===== config.mk =====
export PLATFORM = sky130hd
export DESIGN_NAME = tilemap_top
export DESIGN_NICKNAME = d
export VERILOG_FILES = /design/src/logic/tilemap_pkg.sv /design/src/logic/layer_mixer.sv /design/src/logic/pixel_shifter.sv /design/src/logic/raster_timing.sv /design/src/logic/tile_fetch.sv /design/src/logic/tilemap_regs.sv /design/src/logic/tilemap_top.sv
export VERILOG_INCLUDE_DIRS = /design/src /design/src/logic
export SDC_FILE = /design/constraint.sdc
export NUM_CORES = 1
export LEC_CHECK = 0
export BUFFER_PORTS_ARGS = -buffer_cell sky130_fd_sc_hd__buf_4
export CORE_MARGIN = 2
export CORE_UTILIZATION = 48
export DETAILED_ROUTE_END_ITERATION = 10
export HOLD_SLACK_MARGIN = 0.08
export PLACE_DENSITY = 0.65
export REMOVE_ABC_BUFFERS = 1
export SETUP_SLACK_MARGIN = 0.15
export SLEW_MARGIN = 20
export SYNTH_ARGS = -nofsm -noshare
export SYNTH_HDL_FRONTEND = slang
export SYNTH_SLANG_ARGS = --single-unit

===== constraint.sdc =====
create_clock -name clk -period 9.7 [get_ports clk]
set_input_delay 0.97 -clock clk [delete_from_list [all_inputs] [get_ports clk]]
set_output_delay 0.97 -clock clk [all_outputs]
set_load 0.01 [all_outputs]

===== src/logic/tilemap_consts.svh =====
`ifndef TILEMAP_CONSTS_SVH
`define TILEMAP_CONSTS_SVH

// Raster geometry in pixels and lines
`define TM_H_TOTAL 424
`define TM_H_ACTIVE 320
`define TM_V_TOTAL 262
`define TM_V_ACTIVE 224

// Fetching runs two columns ahead of the visible window
`define TM_H_FETCH_START 16
`define TM_H_ACTIVE_START 32

// Tiles per map side
`define TM_MAP_DIM 64

// Tile RAM word address of the foreground map
`define TM_FG_BASE 4096

// Clocks per 8-pixel column
`define TM_SLOT_LEN 16

`endif


===== src/logic/tilemap_pkg.sv =====
package tilemap_pkg;

    // Decoded control register state
    typedef struct packed {
        logic [8:0] bg_x;
        logic [8:0] bg_y;
        logic [8:0] fg_x;
        logic [8:0] fg_y;
        logic       bg_en;
        logic       fg_en;
        logic       bg_prio;
    } scroll_t;

    typedef struct packed {
        logic [8:0] hcnt;
        logic [8:0] vcnt;
        logic       pixel_ce;
        logic       hblank;
        logic       vblank;
        logic [3:0] slot;
    } raster_t;

    // One opcode per clock of a column
    typedef enum logic [3:0] {
        BG_CODE_ADDR,
        BG_CODE_TAKE,
        FG_CODE_ADDR,
        FG_CODE_TAKE,
        BG_GFX_ADDR,
        BG_GFX_TAKE,
        FG_GFX_ADDR,
        FG_GFX_TAKE,
        IDLE_SLOT,
        LOAD_SLOT
    } fetch_slot_e;

    // Leftmost pixel sits in gfx[31:28]
    typedef struct packed {
        logic [3:0]  palette;
        logic [31:0] gfx;
    } tile_row_t;

    typedef struct packed {
        logic [3:0] palette;
        logic [3:0] pixel;
    } dot_t;

    typedef struct packed {
        logic [7:0] color;
        logic       pixel_ce;
        logic       hblank;
        logic       vblank;
    } video_out_t;

endpackage


===== src/logic/layer_mixer.sv =====
`timescale 1ns/1ps

module layer_mixer (
    input  logic                    clk,
    input  logic                    reset,
    input  tilemap_pkg::raster_t    raster,
    input  tilemap_pkg::scroll_t    scroll,
    input  tilemap_pkg::dot_t       bg_dot,
    input  tilemap_pkg::dot_t       fg_dot,
    output tilemap_pkg::video_out_t video
);

    tilemap_pkg::dot_t front;
    tilemap_pkg::dot_t back;
    logic              bg_opaque;
    logic              fg_opaque;
    logic              front_opaque;
    logic              back_opaque;
    logic [7:0]        mix_color;

    always_comb begin
        bg_opaque = scroll.bg_en && (bg_dot.pixel != 4'd0);
        fg_opaque = scroll.fg_en && (fg_dot.pixel != 4'd0);
        // Foreground is in front unless the swap is set
        if (scroll.bg_prio) begin
            front        = bg_dot;
            front_opaque = bg_opaque;
            back         = fg_dot;
            back_opaque  = fg_opaque;
        end else begin
            front        = fg_dot;
            front_opaque = fg_opaque;
            back         = bg_dot;
            back_opaque  = bg_opaque;
        end

        if (raster.hblank || raster.vblank) begin
            mix_color = '0;
        end else if (front_opaque) begin
            mix_color = {front.palette, front.pixel};
        end else if (back_opaque) begin
            mix_color = {back.palette, back.pixel};
        end else begin
            mix_color = '0;
        end
    end

    always_ff @(posedge clk) begin
        if (reset) begin
            video <= '{color: 8'd0, pixel_ce: 1'b0, hblank: 1'b1, vblank: 1'b1};
        end else begin
            video <= '{color: mix_color, pixel_ce: raster.pixel_ce,
                       hblank: raster.hblank, vblank: raster.vblank};
        end
    end

endmodule


===== src/logic/pixel_shifter.sv =====
`timescale 1ns/1ps

module pixel_shifter (
    input  logic                   clk,
    input  logic                   pixel_ce,
    input  logic                   load,
    input  logic [2:0]             tap,
    input  tilemap_pkg::tile_row_t row,
    output tilemap_pkg::dot_t      dot
);

    localparam int DEPTH = 16;

    tilemap_pkg::dot_t shift_q [DEPTH];

    // Entry 15 is the oldest dot; fine scroll reads further down
    assign dot = shift_q[4'(DEPTH - 1) - {1'b0, tap}];

    always_ff @(posedge clk) begin
        if (pixel_ce) begin
            for (int i = DEPTH - 1; i > 0; i--) begin
                shift_q[i] <= shift_q[i - 1];
            end
            shift_q[0] <= '0;
            if (load) begin
                // Leftmost pixel lands in entry 7
                for (int i = 0; i < 8; i++) begin
                    shift_q[i] <= '{palette: row.palette, pixel: row.gfx[4 * i +: 4]};
                end
            end
        end
    end

endmodule


===== src/logic/raster_timing.sv =====
`timescale 1ns/1ps
`include "tilemap_consts.svh"

module raster_timing (
    input  logic                 clk,
    input  logic                 reset,
    output tilemap_pkg::raster_t raster
);

    logic       phase_q;
    logic [8:0] hcnt_q;
    logic [8:0] vcnt_q;
    logic       line_end;

    assign line_end = phase_q && (hcnt_q == 9'(`TM_H_TOTAL - 1));

    always_ff @(posedge clk) begin
        if (reset) begin
            phase_q <= 1'b0;
            hcnt_q  <= '0;
            vcnt_q  <= '0;
        end else begin
            phase_q <= ~phase_q;
            if (line_end) begin
                hcnt_q <= '0;
                if (vcnt_q == 9'(`TM_V_TOTAL - 1)) begin
                    vcnt_q <= '0;
                end else begin
                    vcnt_q <= vcnt_q + 9'd1;
                end
            end else if (phase_q) begin
                hcnt_q <= hcnt_q + 9'd1;
            end
        end
    end

    always_comb begin
        raster.hcnt     = hcnt_q;
        raster.vcnt     = vcnt_q;
        raster.pixel_ce = phase_q;
        raster.hblank   = (hcnt_q < 9'(`TM_H_ACTIVE_START)) ||
                          (hcnt_q >= 9'(`TM_H_ACTIVE_START + `TM_H_ACTIVE));
        raster.vblank   = vcnt_q >= 9'(`TM_V_ACTIVE);
        // Two clocks per pixel, eight pixels per column
        raster.slot     = {hcnt_q[2:0], phase_q};
    end

endmodule


===== src/logic/tile_fetch.sv =====
`timescale 1ns/1ps
`include "tilemap_consts.svh"

module tile_fetch (
    input  logic                   clk,
    input  logic                   reset,
    input  tilemap_pkg::raster_t   raster,
    input  tilemap_pkg::scroll_t   scroll,
    output logic [12:0]            tile_ram_addr,
    input  logic [15:0]            tile_ram_data,
    output logic [14:0]            gfx_rom_addr,
    input  logic [31:0]            gfx_rom_data,
    output tilemap_pkg::tile_row_t bg_row,
    output tilemap_pkg::tile_row_t fg_row,
    output logic                   load
);

    tilemap_pkg::fetch_slot_e op;
    logic [8:0]  col_x;
    logic [8:0]  bg_px;
    logic [8:0]  bg_py;
    logic [8:0]  fg_px;
    logic [8:0]  fg_py;
    logic [12:0] bg_map_addr;
    logic [12:0] fg_map_addr;
    logic [15:0] bg_word;
    logic [15:0] fg_word;
    logic        in_window;
    logic        row_ready;

    function automatic logic [12:0] map_addr(input logic [12:0] base,
                                             input logic [8:0]  px,
                                             input logic [8:0]  py);
        logic [12:0] row_ofs;
        row_ofs = 13'(py[8:3]) * 13'(`TM_MAP_DIM);
        return base + row_ofs + 13'(px[8:3]);
    endfunction

    always_comb begin
        case (raster.slot)
            4'd0:                   op = tilemap_pkg::BG_CODE_ADDR;
            4'd1:                   op = tilemap_pkg::BG_CODE_TAKE;
            4'd2:                   op = tilemap_pkg::FG_CODE_ADDR;
            4'd3:                   op = tilemap_pkg::FG_CODE_TAKE;
            4'd4:                   op = tilemap_pkg::BG_GFX_ADDR;
            4'd5:                   op = tilemap_pkg::BG_GFX_TAKE;
            4'd6:                   op = tilemap_pkg::FG_GFX_ADDR;
            4'd7:                   op = tilemap_pkg::FG_GFX_TAKE;
            4'(`TM_SLOT_LEN - 1):   op = tilemap_pkg::LOAD_SLOT;
            default:                op = tilemap_pkg::IDLE_SLOT;
        endcase
    end

    // Screen x of the column this fetch feeds, two columns later
    assign col_x = {raster.hcnt[8:3], 3'b000} - 9'(`TM_H_FETCH_START);

    // 9-bit sums wrap at 512 pixels, which is the 64-tile map
    assign bg_px = col_x + scroll.bg_x;
    assign bg_py = raster.vcnt + scroll.bg_y;
    assign fg_px = col_x + scroll.fg_x;
    assign fg_py = raster.vcnt + scroll.fg_y;

    assign bg_map_addr = map_addr(13'd0, bg_px, bg_py);
    assign fg_map_addr = map_addr(13'(`TM_FG_BASE), fg_px, fg_py);

    assign in_window = (raster.hcnt >= 9'(`TM_H_FETCH_START)) &&
                       (raster.hcnt < 9'(`TM_H_ACTIVE_START + `TM_H_ACTIVE));

    // Addresses go out on even slots, the memories answer on the odd one
    assign tile_ram_addr = (op == tilemap_pkg::FG_CODE_ADDR) ? fg_map_addr : bg_map_addr;
    assign gfx_rom_addr  = (op == tilemap_pkg::FG_GFX_ADDR) ?
                           {fg_word[11:0], fg_py[2:0]} :
                           {bg_word[11:0], bg_py[2:0]};

    always_ff @(posedge clk) begin
        case (op)
            tilemap_pkg::BG_CODE_TAKE: begin
                bg_word <= tile_ram_data;
            end
            tilemap_pkg::FG_CODE_TAKE: begin
                fg_word <= tile_ram_data;
            end
            tilemap_pkg::BG_GFX_TAKE: begin
                bg_row <= '{palette: bg_word[15:12], gfx: gfx_rom_data};
            end
            tilemap_pkg::FG_GFX_TAKE: begin
                fg_row <= '{palette: fg_word[15:12], gfx: gfx_rom_data};
            end
            default: begin
            end
        endcase
    end

    // Set once both rows of a visible column have landed
    always_ff @(posedge clk) begin
        if (reset) begin
            row_ready <= 1'b0;
        end else if (op == tilemap_pkg::FG_GFX_TAKE) begin
            row_ready <= in_window;
        end else if (op == tilemap_pkg::LOAD_SLOT) begin
            row_ready <= 1'b0;
        end
    end

    assign load = (op == tilemap_pkg::LOAD_SLOT) && row_ready;

endmodule


===== src/logic/tilemap_regs.sv =====
`timescale 1ns/1ps

module tilemap_regs (
    input  logic                 clk,
    input  logic                 reset,
    input  logic                 reg_we,
    input  logic [2:0]           reg_addr,
    input  logic [15:0]          reg_wdata,
    output logic [15:0]          reg_rdata,
    output tilemap_pkg::scroll_t scroll
);

    localparam int NUM_REGS = 5;

    logic [15:0] regs_q [NUM_REGS];
    logic        addr_ok;

    assign addr_ok = reg_addr < 3'(NUM_REGS);

    always_ff @(posedge clk) begin
        if (reset) begin
            for (int i = 0; i < NUM_REGS; i++) begin
                regs_q[i] <= '0;
            end
        end else if (reg_we && addr_ok) begin
            regs_q[reg_addr] <= reg_wdata;
        end
    end

    // Unmapped addresses read as zero
    assign reg_rdata = addr_ok ? regs_q[reg_addr] : '0;

    assign scroll.bg_x    = regs_q[0][8:0];
    assign scroll.bg_y    = regs_q[1][8:0];
    assign scroll.fg_x    = regs_q[2][8:0];
    assign scroll.fg_y    = regs_q[3][8:0];
    // Control bits are disables, so a cleared register shows both layers
    assign scroll.bg_en   = ~regs_q[4][0];
    assign scroll.fg_en   = ~regs_q[4][1];
    assign scroll.bg_prio = regs_q[4][2];

endmodule


===== src/logic/tilemap_top.sv =====
`timescale 1ns/1ps

module tilemap_top (
    input  logic                    clk,
    input  logic                    reset,
    input  logic                    reg_we,
    input  logic [2:0]              reg_addr,
    input  logic [15:0]             reg_wdata,
    output logic [15:0]             reg_rdata,
    output logic [12:0]             tile_ram_addr,
    input  logic [15:0]             tile_ram_data,
    output logic [14:0]             gfx_rom_addr,
    input  logic [31:0]             gfx_rom_data,
    output tilemap_pkg::video_out_t video
);

    tilemap_pkg::scroll_t   scroll;
    tilemap_pkg::raster_t   raster;
    tilemap_pkg::tile_row_t bg_row;
    tilemap_pkg::tile_row_t fg_row;
    tilemap_pkg::dot_t      bg_dot;
    tilemap_pkg::dot_t      fg_dot;
    logic                   load;

    tilemap_regs u_regs (
        .clk       (clk),
        .reset     (reset),
        .reg_we    (reg_we),
        .reg_addr  (reg_addr),
        .reg_wdata (reg_wdata),
        .reg_rdata (reg_rdata),
        .scroll    (scroll)
    );

    raster_timing u_timing (
        .clk    (clk),
        .reset  (reset),
        .raster (raster)
    );

    tile_fetch u_fetch (
        .clk           (clk),
        .reset         (reset),
        .raster        (raster),
        .scroll        (scroll),
        .tile_ram_addr (tile_ram_addr),
        .tile_ram_data (tile_ram_data),
        .gfx_rom_addr  (gfx_rom_addr),
        .gfx_rom_data  (gfx_rom_data),
        .bg_row        (bg_row),
        .fg_row        (fg_row),
        .load          (load)
    );

    // Fine scroll comes straight from the low X bits
    pixel_shifter u_bg_shift (
        .clk      (clk),
        .pixel_ce (raster.pixel_ce),
        .load     (load),
        .tap      (scroll.bg_x[2:0]),
        .row      (bg_row),
        .dot      (bg_dot)
    );

    pixel_shifter u_fg_shift (
        .clk      (clk),
        .pixel_ce (raster.pixel_ce),
        .load     (load),
        .tap      (scroll.fg_x[2:0]),
        .row      (fg_row),
        .dot      (fg_dot)
    );

    layer_mixer u_mixer (
        .clk    (clk),
        .reset  (reset),
        .raster (raster),
        .scroll (scroll),
        .bg_dot (bg_dot),
        .fg_dot (fg_dot),
        .video  (video)
    );

endmodule

======== Word-level counts from Yosys, hierarchy flattened ========
Memory sizes are Yosys's and may differ from the RTL's.
Index checks and enable logic that the tools add are counted.
operators by class
  equality and inequality tests ........... 9
  bitwise operators ....................... 19
  $add $sub $neg .......................... 12
  reductions and logical operators ........ 14
  multiplexer cells ....................... 41
  magnitude comparators ................... 6
operators by type and width
  operator                                                           number
  2-to-1 mux 8 bit                                                   20
  adder 9 bit                                                        4
  2-to-1 mux 16 bit                                                  2
  adder 9 x 1 -> 9 bit, second input constant                        2
  equality test 9 bit, second input constant                         2
  OR 1 bit                                                           16
  OR reduction 16 bit                                                1
  2-to-1 mux 1 bit                                                   15
  2-to-1 mux 15 bit                                                  1
  adder 12 x 6 -> 13 bit                                             1
  adder 13 x 12 -> 13 bit, first input constant                      1
  adder 13 x 6 -> 13 bit                                             1
  2-to-1 mux 13 bit                                                  1
  equality test 4 x 3 -> 1 bit, second input constant                3
  greater-or-equal comparator 9 x 5 -> 1 bit, second input constant  1
  greater-or-equal comparator 9 x 8 -> 1 bit, second input constant  1
  greater-or-equal comparator 9 bit, second input constant           1
  less-than comparator 9 x 6 -> 1 bit, second input constant         1
  less-than comparator 9 bit, second input constant                  1
  2-to-1 mux 9 bit                                                   1
  subtractor 9 x 5 -> 9 bit, second input constant                   1
  equality test 4 x 2 -> 1 bit, second input constant                2
  nonzero test 4 bit                                                 2
  subtractor 4 x 3 -> 4 bit, first input constant                    2
  9 further kinds                                                    18
storage, ports and cells
  memories kept ........................... 4
  output and inout bits ................... 55
  memory bits (read-only) ................. 64
  register bits after elaboration ......... 135
  logic and storage cells ................. 119
  bits of input ports ..................... 70
  RAM bits ................................ 336
memory list
  name                words  bits a word  rd ports  clocked after memory_dff  write ports  line                 RTL
  u_bg_shift.shift_q  16     8            16        0                         16           pixel_shifter.sv:14  tilemap_pkg::dot_t shift_q [DEPTH];
  u_fg_shift.shift_q  16     8            16        0                         16           pixel_shifter.sv:14
  u_regs.regs_q       5      16           6         0                         5            tilemap_regs.sv:15   logic [15:0] regs_q [NUM_REGS];
  (no name shown)     16     4            1         0                         0            tile_fetch.sv:40     case (raster.slot)

======== Depth between registers and ports, before layout ========
Gate-level depths: netlist of run 1.
  word-level depth ........................ 7
  depth in mapped cells ................... 10
  gate-level depth less buffers ........... 9

======== By module ========
Synthesis of run 1 repeated with hierarchy kept, for this count alone.
unflattened totals
  cells, all modules ...................... 1242
  area total of the unflattened synthesis .. 20312.0 µm²
by module, submodules not included
  module         sequential area each (µm²)  cells each  area each (µm²)  instances
  pixel_shifter  3843.7                      233         5019.8           2
  tile_fetch     3143.0                      313         4792.1           1
  tilemap_regs   2402.3                      308         4015.1           1
  raster_timing  380.4                       122         1059.8           1
  layer_mixer    220.2                       33          405.4            1

======== Worst setup path after synthesis of run 1 ========
Ideal clock, no wire load.
  path kind ............................... register -> register
  from .................................... reg u_timing.phase_q
  to ...................................... mem u_bg_shift.shift_q[0][0] (netlist name), enable pin
  required time ........................... 9.166 ns
  data arrival time ....................... 7.056 ns
  stages on the path, launching flop included .. 3
  clock period less this slack ............ 7.590 ns
  setup slack ............................. 2.110 ns
  library setup time ...................... 0.534 ns
  buffers on the path ..................... 2
  cells stage by stage .................... dfxtp_1 > clkbuf_1 > clkbuf_1
RTL lines
  what                      line                 RTL
  start: declaration        raster_timing.sv:10  logic phase_q;
  start signal: assignment  raster_timing.sv:23  phase_q <= ~phase_q;
  end: declaration          pixel_shifter.sv:14

==> results of run 1 <==
==> power by group through the flow <==
| stage | Sequential (mW) | Clock [mW] | Combinational, mW |
|---|---|---|---|
| floorplan | 2.44 | 0 | 0.144 |
| global placement | 2.42 | 0 | 0.267 |
| detailed placement | 2.43 | 0 | 0.272 |
| CTS | 2.39 | 1.77 | 0.273 |
| global route | 2.39 | 1.85 | 0.296 |
| finish | 2.38 | 1.73 | 0.270 |
==> area by class of cell <==
type                       instances  area [sq um]  share of cell area
tap                              525         656.9             0.02923
timing repair buffer             139          1044             0.04643
clock inverter                    19         142.6            0.006347
multi-input combinational        739          5366              0.2388
inverter                          27         101.3            0.004510
clock buffer                      65          1326             0.05901
sequential                       471         13840              0.6157
==> critical path, stage by stage (launching register included) <==
cell       delay [ns]
edfxtp_1         0.43
ha_1             0.26
fa_1             0.41
a21oi_1          0.20
o211ai_1         0.14
a2111oi_0        0.72
nor2_1           0.12
o311ai_1         0.30
nor3_1           0.09
buf_4            0.15
==> through the flow <==
stage	TNS (ns)	cell area (sq um)
finish	0	22470
global route	0	22470
CTS	0	22460
detailed placement	0	21000
global placement	0	21000
floorplan	-34.35	19250
==> how the worst max path moves through the flow <==
stage	start	to	slack [ns]	depth (start not counted)
finish	u_regs.regs_q[1][0]$_SDFFCE_PN0P_	tile_ram_addr[11]	5.34	9
global route	u_regs.regs_q[1][0]$_SDFFCE_PN0P_	tile_ram_addr[11]	5.06	9
CTS	u_regs.regs_q[1][0]$_SDFFCE_PN0P_	tile_ram_addr[11]	5.34	9
detailed placement	u_timing.phase_q$_SDFF_PP0_	u_bg_shift.shift_q[13][6]$_DFFE_PP_	5.91	3
global placement	u_regs.regs_q[1][0]$_SDFFCE_PN0P_	tile_ram_addr[11]	5.94	9
floorplan	u_timing.phase_q$_SDFF_PP0_	tile_ram_addr[11]	-1.78	4
==> cells in the final DEF, fill, tap and decap left out, drive strengths merged, types with 4 or more instances in the layout <==
| master | Yosys | layout |
|---|---|---|
| fa | 4 | 4 |
| xnor2 | 16 | 16 |
| and3 | 21 | 21 |
| o21ai | 22 | 22 |
| buf | 17 | 139 |
| nand3 | 8 | 8 |
| ha | 34 | 34 |
| nand2 | 208 | 208 |
| mux2i | 17 | 17 |
| mux2 | 27 | 27 |
| inv | 27 | 27 |
| dfxtp | 31 | 31 |
| clkbuf | 49 | 65 |
| edfxtp | 440 | 440 |
| mux4 | 39 | 39 |
| nor3b | 4 | 4 |
| nor2 | 48 | 48 |
| xor2 | 19 | 19 |
| or2 | 6 | 6 |
| o31ai | 4 | 4 |
| o22ai | 9 | 9 |
| a22oi | 13 | 13 |
| a21oi | 22 | 22 |
| nand2b | 5 | 5 |
| nor2b | 8 | 8 |
| and2 | 84 | 84 |
| clkinv | 0 | 18 |
| a21o | 63 | 63 |
| nor3 | 13 | 13 |
| o32ai | 8 | 8 |
==> state kept, by name (all words and copies together) (netlist names), 11 cells and up <==
signal and cells:
u_fetch.fg_word 16, u_fetch.fg_row 36, u_fetch.bg_row 36, u_bg_shift.shift_q 128, u_regs.regs_q 80, u_fetch.bg_word 16, u_fg_shift.shift_q 128, u_mixer.video 11
==> routing by layer <==
metal | part of all wire | track usage
met2 | 0.46 | 0.2709
met5 | 0.00043 | 0
met3 | 0.059 | 0.03944
met1 | 0.46 | 0.2602
met4 | 0.024 | 0.05230
==> cells by family after synthesis <==
family / count (synthesis) / synth area share
muxes: 83 / 0.07024
AOI/OAI and AO/OA: 161 / 0.05750
buffers and inverters: 93 / 0.01985
adders and majority gates: 38 / 0.02587
and+or+nand+nor: 422 / 0.1030
DFF: 471 / 0.7079
xor gates and xnor gates: 35 / 0.01569
==> results.py, run 1 <==
metrics = {
    "final_layout": {
        "syn_to_final_growth_pct": 15.01,
        "stdcell_count": 1985,
        "fin_util": 0.5631,
        "final_nets": 1534,
        "antenna_cells": 0,
        "n_fill_cell": 3122,
        "layout-drive-gt1-share": 0.1774,
    },
    "critical_path": {
        "cp-start-kind": "register",
        "r2r_end": "u_fg_shift.shift_q[13][2]$_DFFE_PP_",
        "arrival_ns": 3.39,
        "rr_worst_depth": 3,
        "reg2reg_slack_ns": 5.96,
        "criticalPathCategory": "reg -> out",
        "worstPathRequired_ns": 8.73,
        "critPathMaxFanout": 3,
        "endpoint_kind": "output port",
        "timing.rr.start": "u_timing.phase_q$_SDFF_PP0_",
    },
    "global_routing": {
        "antenna_found_initial": 1,
        "grt_max_degree": 113,
        "grt_pass1_vias": 10479,
        "grt_pass1_wl_mm": 58.08,
        "grtUsageTotal": 0.1786,
        "overflow": 0,
    },
    "min_path": {
        "holdPathEnd": "u_bg_shift.shift_q[8][5]$_DFFE_PP_",
        "hp-start": "u_bg_shift.shift_q[7][5]$_DFFE_PP_",
        "min_path_type": "reg -> reg",
        "holdPathStages": 0,
    },
    "yosys": {
        "yosysSeqAreaShare": 0.7079,
        "synth.most_common_cell": "edfxtp_1",
        "netlist_instances": 1303,
        "synth.ff_latch_count": 471,
        "synth_edf_count": 440,
        "synth_commonest_cells": "edfxtp_1 (440), nand2_1 (208), and2_1 (84)",
        "synth_cell_types": 60,
        "synth-main-ff-cell": "edfxtp_1",
        "yosysTopAreaCell": "edfxtp_1",
        "synth_area_leaders": "edfxtp_1 (68%), mux4_2 (4.3%), nand2_1 (4.0%)",
        "syn-cell-area_sq_mm": 0.01954,
        "async_reset_ff_frac": 0,
        "synthDominantCellAreaShare": 0.6761,
        "ys.warnings.count": 0,
        "syn_avg_cell_area_sq_um": 15.00,
    },
    "timing": {
        "setup_viol": 0,
        "max_slew_margin": 0.3229,
        "worst_pin_slew_ns": 1.008,
        "setup_slack_ns": 5.341,
        "rsz0062_at_grt": "false",
        "hold_viol": 0,
        "finalCritPeriodShare": 0.4494,
        "achievable-frequency_ghz": 0.2294,
        "worst_clock_skew_ns": 0.009697,
        "whs_ns": 0.4185,
        "layout_min_cycle_time_ns": 4.359,
        "slew_viol_final": 0,
    },
    "cts": {
        "cts.clk_slew.worst_paths_ns": 0.06,
        "cts_setup_buffers": 0,
        "cts_sinks": 471,
        "worstSkewPairLatency_ns": 0.59,
        "cts_resized": 0,
        "cts_tree": "yes",
        "cts-root-buf": "clkbuf_16",
        "cts_buffer_depth": 3,
        "cts_buffers": 48,
        "htreeDepth": 2,
        "cts-hold-fix-buffers": 0,
    },
    "floorplanning": {
        "ios": 125,
        "dieWidth_microns": 205.8,
        "core_area_sq_mm": 0.03991,
        "rows": 73,
        "dieArea_sq_mm": 0.04234,
        "start_util": 0.4896,
        "die_h_microns": 205.8,
    },
    "routing": {
        "wl_mm": 37.19,
        "via_count": 10692,
        "wl_per_cell_microns": 18.73,
        "firstDrtPassIters": 5,
        "drt_iter0_drc": 786,
        "viasPerCell": 5.386,
        "ant_nets": 0,
        "remaining_drc_errors": 0,
    },
    "place": {
        "dpl.hpwl_mm": 23.78,
        "pre_cts_ws_ns": 5.906,
        "dp.cells": 1901,
        "port-buffer-count": 124,
        "routabilityCongestion": 0.8904,
    },
    "pwr": {
        "p_sw_frac": 0.2162,
        "power_frac_clock": 0.395,
        "switching_power_mw": 0.9484,
        "peakVddDrop_v": 0.0001601,
        "p_seq_frac": 0.544,
        "leakagePower_nw": 8.458,
        "internal-power_mw": 3.438,
        "fin_total_pwr_mw": 4.386,
        "combPwrFrac": 0.061,
        "power_per_cell_area_mw_per_mm2": 195.2,
    },
    "run_status": {
        "outcome": "complete, no violations",
    },
    "flow_run": {
        "cap_violations": 0,
    },
}
No activity file was read; power rests on OpenSTA's default activity.
==> inputs of run 2 (changes only) <==
PLACE_DENSITY = 0.68   (was 0.65)
clock period = 3.5 ns   (was 9.7 ns; I/O delays follow)
==> run 2 against run 1 <==
Against the previous run: sequential cell count is the same; combinational power grew to 3.0 times the previous value; die area is the same; setup slack lost 5.1 ns; final area grew 2.6%; sequential power grew to 2.8 times the previous value; sequential share of layout area shrank 1.5 points; utilization grew 1.5 points; hold slack lost 0.31 ns; clock power grew to 2.8 times the previous value; power grew to 2.8 times the previous value; critical endpoint is now tile_ram_addr[10]; largest power group unchanged.
==> results.py, run 2 (same netlist as run 1, synthesis figures left out) <==
metrics = {
    "run_status": {
        "outcome": "complete, no violations",
    },
    "cts": {
        "cts_sinks": 471,
        "htreeDepth": 2,
        "cts_tree": "yes",
        "cts.clk_slew.worst_paths_ns": 0.06,
        "worstSkewPairLatency_ns": 0.55,
        "cts_buffers": 48,
        "cts-root-buf": "clkbuf_16",
        "cts_buffer_depth": 3,
    },
    "critical_path": {
        "slowest_stage": "dfxtp_1",
        "r2r_end": "u_mixer.video[6]$_SDFF_PP0_",
        "critPathMaxFanout": 7,
        "timing.rr.start": "u_regs.regs_q[2][1]$_SDFFCE_PN0P_",
        "rr_worst_depth": 5,
        "max_stage_delay_ns": 0.50,
        "cp-start-kind": "register",
        "endpoint_kind": "output port",
        "reg2reg_slack_ns": 0.81,
        "arrival_ns": 2.86,
        "criticalPathCategory": "reg -> out",
        "worstPathRequired_ns": 3.15,
        "cp_cell_sequence": "ha_1, a21o_1, a21oi_1, o21ai_1, o41ai_1, xor2_1, mux2i_1, buf_4",
    },
    "global_routing": {
        "grt_pass1_wl_mm": 59.02,
        "antenna_found_initial": 2,
        "grt_max_degree": 198,
        "overflow": 0,
        "grtUsageTotal": 0.1799,
        "grt_pass1_vias": 10985,
    },
    "min_path": {
        "min_path_type": "in -> reg",
        "hp-start": "reg_wdata[13]",
        "holdPathStages": 2,
        "holdPathEnd": "u_regs.regs_q[3][13]$_SDFFCE_PN0P_",
    },
    "timing": {
        "hold_viol": 0,
        "max_slew_margin": 0.2929,
        "achievable-frequency_ghz": 0.3115,
        "worst_clock_skew_ns": 0.01475,
        "setup_slack_ns": 0.2902,
        "worst_pin_slew_ns": 1.061,
        "layout_min_cycle_time_ns": 3.210,
        "setup_viol": 0,
        "whs_ns": 0.1044,
        "rsz0062_at_grt": "false",
        "finalSetupTns_ns": 0,
        "finalCritPeriodShare": 0.9171,
        "slew_viol_final": 0,
    },
    "floorplanning": {
        "dieArea_sq_mm": 0.04234,
        "ios": 125,
        "rows": 73,
        "dieWidth_microns": 205.8,
        "die_h_microns": 205.8,
        "core_area_sq_mm": 0.03991,
        "start_util": 0.4896,
    },
    "final_layout": {
        "fin_util": 0.5776,
        "n_fill_cell": 3059,
        "regArea_sq_mm": 0.01384,
        "stdcell_count": 2043,
        "layout_common_cells": "edfxtp_1 (440), nand2_1 (207), buf_4 (144)",
        "multi_input_area_sq_mm": 0.005386,
        "layout-drive-gt1-share": 0.1781,
        "reg_top3": "u_bg_shift.shift_q x128, u_fg_shift.shift_q x128, u_regs.regs_q x80",
        "syn_to_final_growth_pct": 17.97,
        "stdcell_area_sq_mm": 0.02305,
        "final_nets": 1590,
        "final_common_cell": "edfxtp_1",
    },
    "place": {
        "pre_cts_ws_ns": 0.3595,
        "routabilityCongestion": 0.8475,
        "port-buffer-count": 124,
        "dpl.hpwl_mm": 23.15,
        "dp.cells": 1905,
        "postPlaceCellArea_sq_mm": 0.02105,
    },
    "pwr": {
        "fin_total_pwr_mw": 12.20,
        "peakVddDrop_v": 0.0004146,
        "power_per_cell_area_mw_per_mm2": 529.2,
        "leakagePower_nw": 8.720,
    },
    "routing": {
        "drt_iter0_drc": 862,
        "via_count": 10972,
        "wl_mm": 37.80,
        "wl_per_cell_microns": 18.50,
        "firstDrtPassIters": 5,
        "ant_nets": 0,
        "remaining_drc_errors": 0,
        "viasPerCell": 5.371,
    },
    "flow_run": {
        "cap_violations": 0,
    },
}
run 2: changes by cell type in the layout (fill, tap and decap cells not counted), moves of 2 or more:
cell,delta
clkbuf_8,-3
diode_2,+2
dlygate4sd3_1,+49
bufinv_16,+2
dfxtp_2,+2
buf_4,+5
clkinv_1,+2
buf_12,+2
dfxtp_1,-2
run 2: worst max path at each step:
stage                         to  slack (ns)  cells past startpoint                               from
2_1_floorplan  tile_ram_addr[11]       -7.36                      4        u_timing.phase_q$_SDFF_PP0_
3_3_place_gp   tile_ram_addr[11]        0.39                      9  u_regs.regs_q[1][0]$_SDFFCE_PN0P_
3_5_place_dp   tile_ram_addr[11]        0.36                      9  u_regs.regs_q[1][0]$_SDFFCE_PN0P_
4_1_cts        tile_ram_addr[11]        0.16                      9  u_regs.regs_q[1][0]$_SDFFCE_PN0P_
5_1_grt         tile_ram_addr[9]        0.15                      9  u_regs.regs_q[3][0]$_SDFFCE_PN0P_
6_report       tile_ram_addr[10]        0.29                      8    u_timing.vcnt_q[1]$_SDFFE_PP0P_
run 2: worst max-delay path, delay by kind of cell (launching register included):
family                     cells  cell delay [ns]
adders and majority gates      1             0.29
xor gates and xnor gates       1             0.23
AOI/OAI and AO/OA              4             1.02
buffers and inverters          1             0.16
muxes                          1             0.11
DFF                            1             0.50
run 2: repair_timing:
item / 4_1_cts / 5_1_grt
gates cloned: 0 / 0
setup endpoints to repair: 1 / 2
hold buffers: 49 / 0
pin swaps: 4 / 5
endpoints found under the hold margin: 98 / 0
buffers inserted: 0 / 3
resized for setup: 5 / 3
run 2: metal layers:
layer	GRT usage	routed length, microns	part of all wire
met1	0.2537	16810	0.44
met2	0.2848	17850	0.47
met5	0	0	0
met4	0.05918	874	0.023
met3	0.03278	2257	0.060
run 2: layout make-up:
cell class / count / share of cell area
Multi-Input combinational cell: 739 / 0.2336
Antenna cell: 2 / 0.0002171
Clock inverter: 21 / 0.007110
Inverter: 27 / 0.004396
Timing Repair Buffer: 195 / 0.06991
Clock buffer: 63 / 0.05590
Sequential cell: 471 / 0.6003
Tap cell: 525 / 0.02849
run 2: power by group:
| group | total (mW) | switching [mW] | internal (mW) |
|---|---|---|---|
| Sequential | 6.60 | 0.139 | 6.46 |
| Combinational | 0.807 | 0.420 | 0.387 |
| Clock | 4.79 | 2.01 | 2.79 |
